File: src/verilog/peak_defines.svh
`ifndef PEAK_DEFINES_SVH
`define PEAK_DEFINES_SVH

// sample path widths
`define SAMPLE_W 12
`define POWER_W (`SAMPLE_W + 1)

// frame limits, index covers 0 .. MAX_FRAME-1
`define MAX_FRAME 1024
`define INDEX_W 10
`define COUNT_W 16

// APB register port
`define APB_AW 8

// register byte offsets
`define REG_CTRL 8'h00
`define REG_FRAME_LEN 8'h04
`define REG_STATUS 8'h08
`define REG_PEAK_POWER 8'h0C
`define REG_PEAK_INDEX 8'h10
`define REG_FRAME_COUNT 8'h14

`endif
File: src/verilog/apb_regs_pkg.sv
`default_nettype none

`include "peak_defines.svh"

package apb_regs_pkg;

   typedef logic [31:0] apb_data_t;

   // bit 0 enable, bit 1 irq_en
   typedef logic [1:0] ctrl_t;

   typedef enum logic [`APB_AW-1:0] {
      ADDR_CTRL        = `REG_CTRL,
      ADDR_FRAME_LEN   = `REG_FRAME_LEN,
      ADDR_STATUS      = `REG_STATUS,
      ADDR_PEAK_POWER  = `REG_PEAK_POWER,
      ADDR_PEAK_INDEX  = `REG_PEAK_INDEX,
      ADDR_FRAME_COUNT = `REG_FRAME_COUNT
   } reg_addr_e;

   // CTRL fields
   localparam int CTRL_ENABLE_BIT = 0;
   localparam int CTRL_IRQ_EN_BIT = 1;

   // STATUS fields, done is write-1-to-clear
   localparam int STATUS_DONE_BIT = 0;
   localparam int STATUS_BUSY_BIT = 1;

endpackage

`default_nettype wire

File: src/verilog/sample_pkg.sv
`default_nettype none

`include "peak_defines.svh"

package sample_pkg;

   // one signed I or Q component
   typedef logic signed [`SAMPLE_W-1:0] sample_t;

   // scaled power, (i*i >> (SAMPLE_W-1)) + (q*q >> (SAMPLE_W-1))
   typedef logic [`POWER_W-1:0] power_t;

   // position of a sample inside its frame
   typedef logic [`INDEX_W-1:0] index_t;

   // completed frames, wraps
   typedef logic [`COUNT_W-1:0] count_t;

   // one bit wider than the index so MAX_FRAME itself fits
   typedef logic [$clog2(`MAX_FRAME):0] frame_len_t;

endpackage

`default_nettype wire

File: src/verilog/iq_stream_if.sv
`timescale 1ns/1ns
`default_nettype none

interface iq_stream_if;
   import sample_pkg::*;

   logic    valid;
   logic    ready;
   sample_t i;
   sample_t q;
   power_t  power;

   // transfer on a clock edge with valid and ready both high
   modport source (
      output valid,
      output i,
      output q,
      output power,
      input  ready
   );

   modport sink (
      input  valid,
      input  i,
      input  q,
      input  power,
      output ready
   );

endinterface

`default_nettype wire

File: src/verilog/peak_search_top.sv
`timescale 1ns/1ns
`default_nettype none

`include "peak_defines.svh"

module peak_search_top (
   input  wire                      clk,
   input  wire                      i_rst_n,
   input  wire                      i_s_valid,
   output wire                      o_s_ready,
   input  wire sample_pkg::sample_t i_s_i,
   input  wire sample_pkg::sample_t i_s_q,
   input  wire                      i_psel,
   input  wire                      i_penable,
   input  wire                      i_pwrite,
   input  wire logic [`APB_AW-1:0]  i_paddr,
   input  wire apb_regs_pkg::apb_data_t i_pwdata,
   output wire apb_regs_pkg::apb_data_t o_prdata,
   output wire                      o_pready,
   output wire                      o_pslverr,
   output wire                      o_irq
);
   import sample_pkg::*;

   logic       enable;
   frame_len_t frame_len;
   logic       res_valid;
   power_t     peak_power;
   index_t     peak_index;
   count_t     frame_count;
   logic       res_busy;
   logic       busy;

   // power stage to frame search
   iq_stream_if pwr_s ();

   iq_power power0 (
      .clk     (clk),
      .i_rst_n (i_rst_n),
      .i_valid (i_s_valid),
      .o_ready (o_s_ready),
      .i_i     (i_s_i),
      .i_q     (i_s_q),
      .o_pwr   (pwr_s.source)
   );

   frame_arg_max search0 (
      .clk           (clk),
      .i_rst_n       (i_rst_n),
      .i_enable      (enable),
      .i_frame_len   (frame_len),
      .i_pwr         (pwr_s.sink),
      .o_res_valid   (res_valid),
      .o_peak_power  (peak_power),
      .o_peak_index  (peak_index),
      .o_frame_count (frame_count),
      .i_res_busy    (res_busy),
      .o_busy        (busy)
   );

   peak_apb_regs regs0 (
      .clk           (clk),
      .i_rst_n       (i_rst_n),
      .i_psel        (i_psel),
      .i_penable     (i_penable),
      .i_pwrite      (i_pwrite),
      .i_paddr       (i_paddr),
      .i_pwdata      (i_pwdata),
      .o_prdata      (o_prdata),
      .o_pready      (o_pready),
      .o_pslverr     (o_pslverr),
      .o_enable      (enable),
      .o_frame_len   (frame_len),
      .i_res_valid   (res_valid),
      .i_peak_power  (peak_power),
      .i_peak_index  (peak_index),
      .i_frame_count (frame_count),
      .i_busy        (busy),
      .o_res_busy    (res_busy),
      .o_irq         (o_irq)
   );

endmodule

`default_nettype wire

File: src/verilog/peak_apb_regs.sv
`timescale 1ns/1ns
`default_nettype none

`include "peak_defines.svh"

module peak_apb_regs (
   input  wire                      clk,
   input  wire                      i_rst_n,
   input  wire                      i_psel,
   input  wire                      i_penable,
   input  wire                      i_pwrite,
   input  wire logic [`APB_AW-1:0]  i_paddr,
   input  wire apb_regs_pkg::apb_data_t i_pwdata,
   output apb_regs_pkg::apb_data_t  o_prdata,
   output logic                     o_pready,
   output logic                     o_pslverr,
   output logic                     o_enable,
   output sample_pkg::frame_len_t   o_frame_len,
   input  wire                      i_res_valid,
   input  wire sample_pkg::power_t  i_peak_power,
   input  wire sample_pkg::index_t  i_peak_index,
   input  wire sample_pkg::count_t  i_frame_count,
   input  wire                      i_busy,
   output logic                     o_res_busy,
   output logic                     o_irq
);
   import sample_pkg::*;
   import apb_regs_pkg::*;

   ctrl_t      ctrl_q;
   frame_len_t frame_len_q;
   logic       done_q;
   logic       irq_q;
   power_t     peak_power_q;
   index_t     peak_index_q;
   count_t     frame_count_q;
   reg_addr_e  addr;
   logic       access;
   logic       mapped;
   logic       wr_en;
   apb_data_t  rdata;

   // 0 and anything past the limit mean a full-size frame
   function automatic frame_len_t clamp_len(input apb_data_t wdata);
      if (wdata == '0 || wdata > `MAX_FRAME) begin
         return frame_len_t'(`MAX_FRAME);
      end
      return frame_len_t'(wdata);
   endfunction

   assign addr   = reg_addr_e'(i_paddr);
   assign access = i_psel & i_penable;
   assign wr_en  = access & i_pwrite & mapped;

   // ************************************************************
   // read mux and address decode

   always_comb begin
      mapped = 1'b1;
      rdata  = '0;
      case (addr)
         ADDR_CTRL:        rdata = apb_data_t'(ctrl_q);
         ADDR_FRAME_LEN:   rdata = apb_data_t'(frame_len_q);
         ADDR_STATUS: begin
            rdata[STATUS_DONE_BIT] = done_q;
            rdata[STATUS_BUSY_BIT] = i_busy;
         end
         ADDR_PEAK_POWER:  rdata = apb_data_t'(peak_power_q);
         ADDR_PEAK_INDEX:  rdata = apb_data_t'(peak_index_q);
         ADDR_FRAME_COUNT: rdata = apb_data_t'(frame_count_q);
         default:          mapped = 1'b0;
      endcase
   end

   assign o_prdata  = rdata;
   assign o_pready  = 1'b1;
   assign o_pslverr = access & ~mapped;

   // ************************************************************
   // control, status and interrupt

   always_ff @(posedge clk) begin
      if (!i_rst_n) begin
         ctrl_q        <= '0;
         frame_len_q   <= frame_len_t'(`MAX_FRAME);
         done_q        <= 1'b0;
         irq_q         <= 1'b0;
         frame_count_q <= '0;
      end else begin
         irq_q <= done_q & ctrl_q[CTRL_IRQ_EN_BIT];
         if (wr_en && addr == ADDR_CTRL) begin
            ctrl_q <= ctrl_t'(i_pwdata);
         end
         if (wr_en && addr == ADDR_FRAME_LEN) begin
            frame_len_q <= clamp_len(i_pwdata);
         end
         if (i_res_valid) begin
            done_q        <= 1'b1;
            frame_count_q <= i_frame_count;
         end else if (wr_en && addr == ADDR_STATUS && i_pwdata[STATUS_DONE_BIT]) begin
            done_q <= 1'b0;
         end
      end
   end

   always_ff @(posedge clk) begin
      if (i_res_valid) begin
         peak_power_q <= i_peak_power;
         peak_index_q <= i_peak_index;
      end
   end

   assign o_enable    = ctrl_q[CTRL_ENABLE_BIT];
   assign o_frame_len = frame_len_q;
   assign o_res_busy  = done_q;
   assign o_irq       = irq_q;

   // error response only follows a proper setup phase
   a_slverr_access: assert property (
      @(posedge clk) disable iff (!i_rst_n)
      o_pslverr |-> i_penable && $past(i_psel && !i_penable)
   );

endmodule

`default_nettype wire

File: src/verilog/frame_arg_max.sv
`timescale 1ns/1ns
`default_nettype none

module frame_arg_max (
   input  wire                     clk,
   input  wire                     i_rst_n,
   input  wire                     i_enable,
   input  wire sample_pkg::frame_len_t i_frame_len,
   iq_stream_if.sink               i_pwr,
   output logic                    o_res_valid,
   output sample_pkg::power_t      o_peak_power,
   output sample_pkg::index_t      o_peak_index,
   output sample_pkg::count_t      o_frame_count,
   input  wire                     i_res_busy,
   output logic                    o_busy
);
   import sample_pkg::*;

   typedef enum logic {
      ST_COLLECT,
      ST_HOLD
   } state_e;

   state_e     state_q;
   index_t     cnt_q;
   frame_len_t len_q;
   frame_len_t cur_len;
   power_t     max_q;
   index_t     idx_q;
   power_t     max_d;
   index_t     idx_d;
   logic       take;
   logic       last;

   assign i_pwr.ready = i_enable && (state_q == ST_COLLECT);
   assign take        = i_pwr.valid && i_pwr.ready;

   // first sample of a frame sees the live length, later ones the latched copy
   assign cur_len = (cnt_q == '0) ? i_frame_len : len_q;
   assign last    = ({1'b0, cnt_q} == cur_len - 1'b1);

   assign o_busy = (cnt_q != '0) || (state_q == ST_HOLD);

   // strictly greater keeps the earliest index on a tie
   always_comb begin
      max_d = max_q;
      idx_d = idx_q;
      if (cnt_q == '0 || i_pwr.power > max_q) begin
         max_d = i_pwr.power;
         idx_d = cnt_q;
      end
   end

   // ************************************************************
   // frame FSM

   always_ff @(posedge clk) begin
      if (!i_rst_n) begin
         state_q       <= ST_COLLECT;
         cnt_q         <= '0;
         o_res_valid   <= 1'b0;
         o_frame_count <= '0;
      end else begin
         o_res_valid <= 1'b0;
         case (state_q)
            ST_COLLECT: begin
               if (take) begin
                  if (last) begin
                     cnt_q         <= '0;
                     o_frame_count <= o_frame_count + 1'b1;
                     // previous result unread or still in flight, park this one
                     if (i_res_busy || o_res_valid) begin
                        state_q <= ST_HOLD;
                     end else begin
                        o_res_valid <= 1'b1;
                     end
                  end else begin
                     cnt_q <= cnt_q + 1'b1;
                  end
               end
            end
            ST_HOLD: begin
               if (!i_res_busy) begin
                  state_q     <= ST_COLLECT;
                  o_res_valid <= 1'b1;
               end
            end
            default: state_q <= ST_COLLECT;
         endcase
      end
   end

   always_ff @(posedge clk) begin
      if (take) begin
         max_q <= max_d;
         idx_q <= idx_d;
         if (cnt_q == '0) begin
            len_q <= i_frame_len;
         end
         if (last) begin
            o_peak_power <= max_d;
            o_peak_index <= idx_d;
         end
      end
   end

   // ************************************************************

   a_cnt_below_len: assert property (
      @(posedge clk) disable iff (!i_rst_n)
      cnt_q != '0 |-> {1'b0, cnt_q} < len_q
   );

   // the register block must have released the previous result
   a_no_result_while_busy: assert property (
      @(posedge clk) disable iff (!i_rst_n)
      o_res_valid |-> !i_res_busy
   );

endmodule

`default_nettype wire

File: src/verilog/iq_power.sv
`timescale 1ns/1ns
`default_nettype none

`include "peak_defines.svh"

module iq_power (
   input  wire                 clk,
   input  wire                 i_rst_n,
   input  wire                 i_valid,
   output logic                o_ready,
   input  wire sample_pkg::sample_t i_i,
   input  wire sample_pkg::sample_t i_q,
   iq_stream_if.source         o_pwr
);
   import sample_pkg::*;

   localparam int SQ_W = 2 * `SAMPLE_W;

   logic signed [SQ_W-1:0] i_sq;
   logic signed [SQ_W-1:0] q_sq;
   power_t                 pwr_d;
   logic                   take;

   // squares are never negative, top bit of the product is unused
   assign i_sq = i_i * i_i;
   assign q_sq = i_q * i_q;

   assign pwr_d = power_t'(i_sq[SQ_W-2:`SAMPLE_W-1])
                + power_t'(q_sq[SQ_W-2:`SAMPLE_W-1]);

   // accept when the output slot is empty or being drained
   assign o_ready = o_pwr.ready | ~o_pwr.valid;
   assign take    = i_valid & o_ready;

   always_ff @(posedge clk) begin
      if (!i_rst_n) begin
         o_pwr.valid <= 1'b0;
      end else if (take) begin
         o_pwr.valid <= 1'b1;
      end else if (o_pwr.ready) begin
         o_pwr.valid <= 1'b0;
      end
   end

   always_ff @(posedge clk) begin
      if (take) begin
         o_pwr.i     <= i_i;
         o_pwr.q     <= i_q;
         o_pwr.power <= pwr_d;
      end
   end

   // ************************************************************
   // stalled output holds its item until the sink takes it

   a_stall_stable: assert property (
      @(posedge clk) disable iff (!i_rst_n)
      o_pwr.valid && !o_pwr.ready |=> o_pwr.valid && $stable(o_pwr.power)
   );

endmodule

`default_nettype wire

File: config.mk
export PLATFORM = sky130hd
export DESIGN_NAME = peak_search_top
export DESIGN_NICKNAME = d
export VERILOG_FILES = /design/src/verilog/apb_regs_pkg.sv /design/src/verilog/sample_pkg.sv /design/src/verilog/iq_stream_if.sv /design/src/verilog/peak_search_top.sv /design/src/verilog/peak_apb_regs.sv /design/src/verilog/frame_arg_max.sv /design/src/verilog/iq_power.sv
export VERILOG_INCLUDE_DIRS = /design/src /design/src/verilog
export SDC_FILE = /design/constraint.sdc
export NUM_CORES = 1
export LEC_CHECK = 0
export ABC_CLOCK_PERIOD_IN_PS = 8400
export BUFFER_PORTS_ARGS = -buffer_cell sky130_fd_sc_hd__buf_2
export CAP_MARGIN = 15
export CORE_MARGIN = 4
export CORE_UTILIZATION = 62
export DETAILED_ROUTE_END_ITERATION = 8
export MAX_ROUTING_LAYER = met4
export PLACE_DENSITY = 0.81
export SLEW_MARGIN = 0
export SYNTH_ARGS = -nofsm -noshare
export SYNTH_HDL_FRONTEND = slang
export SYNTH_SLANG_ARGS = --single-unit
File: constraint.sdc
create_clock -name clk -period 8.4 [get_ports clk]
set_clock_uncertainty 0.2 [all_clocks]
set_input_delay 0.42 -clock clk [delete_from_list [all_inputs] [get_ports clk]]
set_output_delay 0.42 -clock clk [all_outputs]
set_load 0.01 [all_outputs]
* Yosys cells after proc, flatten, opt, wreduce, memory -nomap -nowiden
Cells that the tools add are included.
** Cells by class
- Multiply operators :: 2
- $add $sub $neg :: 4
- Bitwise logic cells :: 10
- Mux-type cells :: 26
- Magnitude comparators :: 2
- Equality and inequality tests :: 6
- Reductions and logical operators :: 20
** Operators by type and width (count)
- $pmux 14 s4 :: 1
- $mul 12x12->23 :: 2
- $mux 11 :: 3
- $gt 32x11->1 const B :: 1
- $logic_not 32->1 :: 1
- $mux 10 :: 2
- $add 16x1->16 const B :: 1
- $eq 8x4->1 const B :: 2
- $eq 8x5->1 const B :: 2
- $mux 1 :: 16
- $add 12x12->13 :: 1
- $gt 13x13->1 :: 1
- $mux 13 :: 1
- $pmux 2 s6 :: 1
- $eq 10x11->1 :: 1
- $sub 11x1->11 const B :: 1
- $add 10x1->10 const B :: 1
- $logic_not 10->1 :: 1
- $reduce_bool 10->1 :: 1
- $eq 8x3->1 const B :: 1
- $logic_not 8->1 :: 1
- $and 1x1->1 :: 6
- $logic_and 1x1->1 :: 6
- $reduce_or 6->1 :: 1
- other kinds (7) :: 15
** Storage, ports and cells
- Register bits after elaboration :: 153
- Bits of input ports :: 70

* Longest topological paths before layout
- Depth in word-level cells :: 8
- Mapped depth :: 29

* Cells and area by module
A second synthesis with hierarchy kept.
** Unflattened totals
- Cells, all modules :: 1772
- Area, all modules :: 17981.0 um^2
** By module, submodules not included
- iq_power :: sequential area each 1131.1 um^2, times used 1, area each 10749.1 um^2, cells an instance 1101
- frame_arg_max :: sequential area each 2272.2 um^2, times used 1, area each 4609.4 um^2, cells an instance 431
- peak_apb_regs :: sequential area each 1311.3 um^2, times used 1, area each 2622.5 um^2, cells an instance 240

* Worst setup path after synthesis
No wires, ideal clock.
- Kind :: input to register
- Start :: input port i_s_q[8]
- End :: register power0.o_pwr.power[11], data pin
- Data required time :: 7.943 ns
- Path slack :: 1.310 ns
- Stages on the path :: 29
- Arrival time :: 6.633 ns
- Cell sequence :: clkbuf_1 inv_1 nor2_1 inv_1 fa_1 inv_1 fa_1 inv_1 fa_1 inv_1 fa_1 inv_1 fa_1 inv_1 ha_1 or3_1 a31oi_1 nor3_1 o41a_1 a21o_1 a21oi_1 xnor2_1 ha_1 clkbuf_1 and3_1 o311a_1 or3_1 o311a_1 xor2_1
** Between the ends
- Word-level cells in the longest chain between the ends :: 2
** Ends and longest elaborated chain
- from (decl) :: line peak_search_top.sv:12 : input wire sample_pkg::sample_t i_s_q,
- $mul 12x12->23 :: line iq_power.sv:26 : assign q_sq = i_q * i_q;
- $add 12x12->13 :: line iq_power.sv:28 : assign pwr_d = power_t'(i_sq[SQ_W-2:`SAMPLE_W-1])
- named net power0.pwr_d[11] :: line iq_power.sv:21 : power_t pwr_d;
- to (signal assigned) :: line iq_power.sv:49 : o_pwr.power <= pwr_d;
- to (decl) :: line iq_stream_if.sv:18 : output power,
The timed path passes the listed nets, and every way through them passes these cells.
A chain may end at the register's enable or synchronous reset.

* Worst setup path in the final report
- Start :: input port i_s_i[11]
- End :: register power0.o_pwr.power[10], data pin
** Between the ends
- Word-level cells in the longest chain between the ends :: 2
** Ends and longest elaborated chain
- from (decl) :: line peak_search_top.sv:11 : input wire sample_pkg::sample_t i_s_i,
- $mul 12x12->23 :: line iq_power.sv:25 : assign i_sq = i_i * i_i;
- $add 12x12->13 :: line iq_power.sv:28
- named net power0.pwr_d[10] :: line iq_power.sv:21
The timed path passes the listed nets, and every way through them passes these cells.

==> impl_metrics.env <==
export IMPL_area_growth_pct=7.06
export IMPL_hold_path_class="in2reg"
export IMPL_routed_wire_length_per_instance_um=15.8
export IMPL_cp_slowest_cell="fa_1"
export IMPL_synth_area_per_cell_um2=9.74
export IMPL_htreeDepth=4
export IMPL_timing_hold_ws_ns=0.0329
export IMPL_dp_hpwl_mm=26.9
export IMPL_synth_top_area_cell="fa_1"
export IMPL_finalMaxSlewViolations=0
export IMPL_hold_buffers=0
export IMPL_ys_seq_area_frac=0.238
export IMPL_first_iter_violations=811
export IMPL_ctsRootBufferMaster="clkbuf_16"
export IMPL_grt_pass1_vias=12200
export IMPL_path_class="in2reg"
export IMPL_gp_congestion=0.920
export IMPL_synthFlopType="edfxtp_1"
export IMPL_path_max_fanout=14
export IMPL_synth_cell_type_count=64
export IMPL_reg2regPathDepth=13
export IMPL_synth_edf_count=93
export IMPL_worstSkewPairLatency_ns=0.43
export IMPL_rsz0062_at_grt="no"
export IMPL_synth_top_cell_area_share=0.281
export IMPL_period_share=0.858
export IMPL_worstPathRequired_ns=8.42
export IMPL_fin_crit_ns=7.21
export IMPL_grt_first_pass_wirelength_mm=56.7
export IMPL_dieArea_um2=29700
export IMPL_postCtsSetupRepairBufs=0
export IMPL_fmax_mhz=139
export IMPL_path_clk_slew_ns=0.06
export IMPL_holdPathStages=3
export IMPL_grt_max_degree=52
export IMPL_overflow=0
export IMPL_drive_above_1_share=0.0917
export IMPL_hold_viol_final=0
export IMPL_dpl_worst_slack_ns=0.865
export IMPL_dpl_cell_area_um2=17400
export IMPL_grt_total_usage=0.245
export IMPL_fin_ws_ns=1.19
export IMPL_io_pins=106
export IMPL_netlist_area_um2=16800
export IMPL_vias=11800
export IMPL_core_um2=26400
export IMPL_nets=2212
export IMPL_start_util=0.636
export IMPL_rows=59
export IMPL_dr_pass1_iters=5
export IMPL_end_kind="register"
export IMPL_antenna_found_initial=0
export IMPL_finalInstanceArea_um2=17900
export IMPL_cap_violations=0
export IMPL_syn_inst=1721
export IMPL_ys_top_cells_by_count="360 x inv_1, 235 x fa_1, 132 x nand2_1"
export IMPL_cts_resized=0
export IMPL_async_flop_share=0
export IMPL_die_h_um=172
export IMPL_setup_violations=0
export IMPL_clockBufferDepth=2
export IMPL_portBuffers=88
export IMPL_tightest_slew_ns=1.10
export IMPL_critPathArrivalTime_ns=7.23
export IMPL_outcome="finished, final reports clean"
export IMPL_cts_buffers=17
export IMPL_critPathLaunchType="input port"
export IMPL_critPathMostFrequentCell="inv_1"
export IMPL_synthTopCellsByArea="fa_1 28%, edfxtp_1 17%, ha_1 9.8%"
export IMPL_wirelength_mm=33.6
export IMPL_ant_nets=0
export IMPL_relSlewSlack=0.265
export IMPL_viasPerCell=5.54
export IMPL_clock_sinks=153
export IMPL_drc_errors=0
export IMPL_tritoncts="built"
export IMPL_setup_tns_final_ns=0
export IMPL_slowest_delay_ns=0.56
export IMPL_ys_seq_elements=153
export IMPL_die_w_um=172
export IMPL_synth_warnings=0
export IMPL_antennaDiodeCount=0
export IMPL_synth_most_common_cell="inv_1"
## layout make-up
cell class / count / area (um2)
Clock buffer: 21 / 493
Clock inverter: 11 / 93.8
Fill cell: 1985 / 8410
Inverter: 361 / 1360
Multi-Input combinational cell: 1151 / 11100
Sequential cell: 153 / 4000
Tap cell: 335 / 419
Timing Repair Buffer: 92 / 470
## cell usage in the layout, fill, tap and decap left out, types with 12 or more instances in the layout
master	netlist	layout
mux2_2	26	26
clkbuf_16	0	19
and3_1	12	12
dfxtp_1	60	59
xnor2_1	55	55
or3_1	18	18
nor4_1	16	16
xor2_1	16	16
inv_1	360	360
ha_1	131	131
buf_2	4	88
and2_1	68	68
nor3_1	22	22
nand3_1	24	24
nand4_1	13	13
o21ai_0	43	43
mux2i_1	42	42
nand2_1	132	132
a21oi_1	40	40
conb_1	2	17
fa_1	235	235
a22oi_1	12	12
nor2_1	115	115
edfxtp_1	93	93
## critical path, delay by kind of cell
family                   cells  cell delay, ns
AO/OA/AOI/OAI                7            1.73
XOR/XNOR                     1            0.22
adder cells (fa/ha/maj)      7            3.46
buffers and inverters        8            0.88
AND/OR/NAND/NOR              4            0.52
## stage by stage
stage	std cells	utilization
floorplan	1736	-
global route	2124	0.681
finish	2124	0.681
global placement	2092	0.658
CTS	2124	0.681
detailed placement	2092	0.658
## path summary, 6_finish.rpt
kind | from | end | slack, ns
max | i_s_i[11] | power0.o_pwr.power[10] | 1.19
min | i_s_valid | power0.o_pwr.valid | 0.03
max reg2reg | search0.cnt_q[0] | search0.o_peak_power[0] | 3.41
min reg2reg | search0.o_peak_power[2] | regs0.peak_power_q[2] | 0.22
## routing by layer
metal / wire (um) / global-route usage / share of wire / up-vias
li1: - / - / - / 5585
met1: 13600 / 0.304 / 0.41 / 5804
met2: 17600 / 0.427 / 0.52 / 314
met3: 1580 / 0.0272 / 0.047 / 58
met4: 752 / 0.0697 / 0.022 / 0
met5: 0 / - / 0 / -
## sequential cells by signal, indices dropped and copies added, names as in the netlist, 11 cells and up
register,count
search0.o_peak_power,13
regs0.peak_power_q,13
search0.o_frame_count,16
search0.len_q,11
search0.max_q,13
regs0.o_frame_len,11
power0.o_pwr.power,13
regs0.frame_count_q,16
## logic make-up (layout without fill, tap and decap cells)
family	count (synthesis)	count (layout)	synth area share
xor gates and xnor gates	71	71	0.0371
DFF	153	153	0.238
muxes	68	68	0.0426
buffers and inverters	432	485	0.102
other	2	17	0.000448
adders and majority gates	366	366	0.379
AOI/OAI and AO/OA	159	159	0.0606
and+or+nand+nor	470	470	0.141
Power is left out: the tool's default activity adds up to more than one toggle a clock period on the data nets, which glitch-free logic cannot reach.
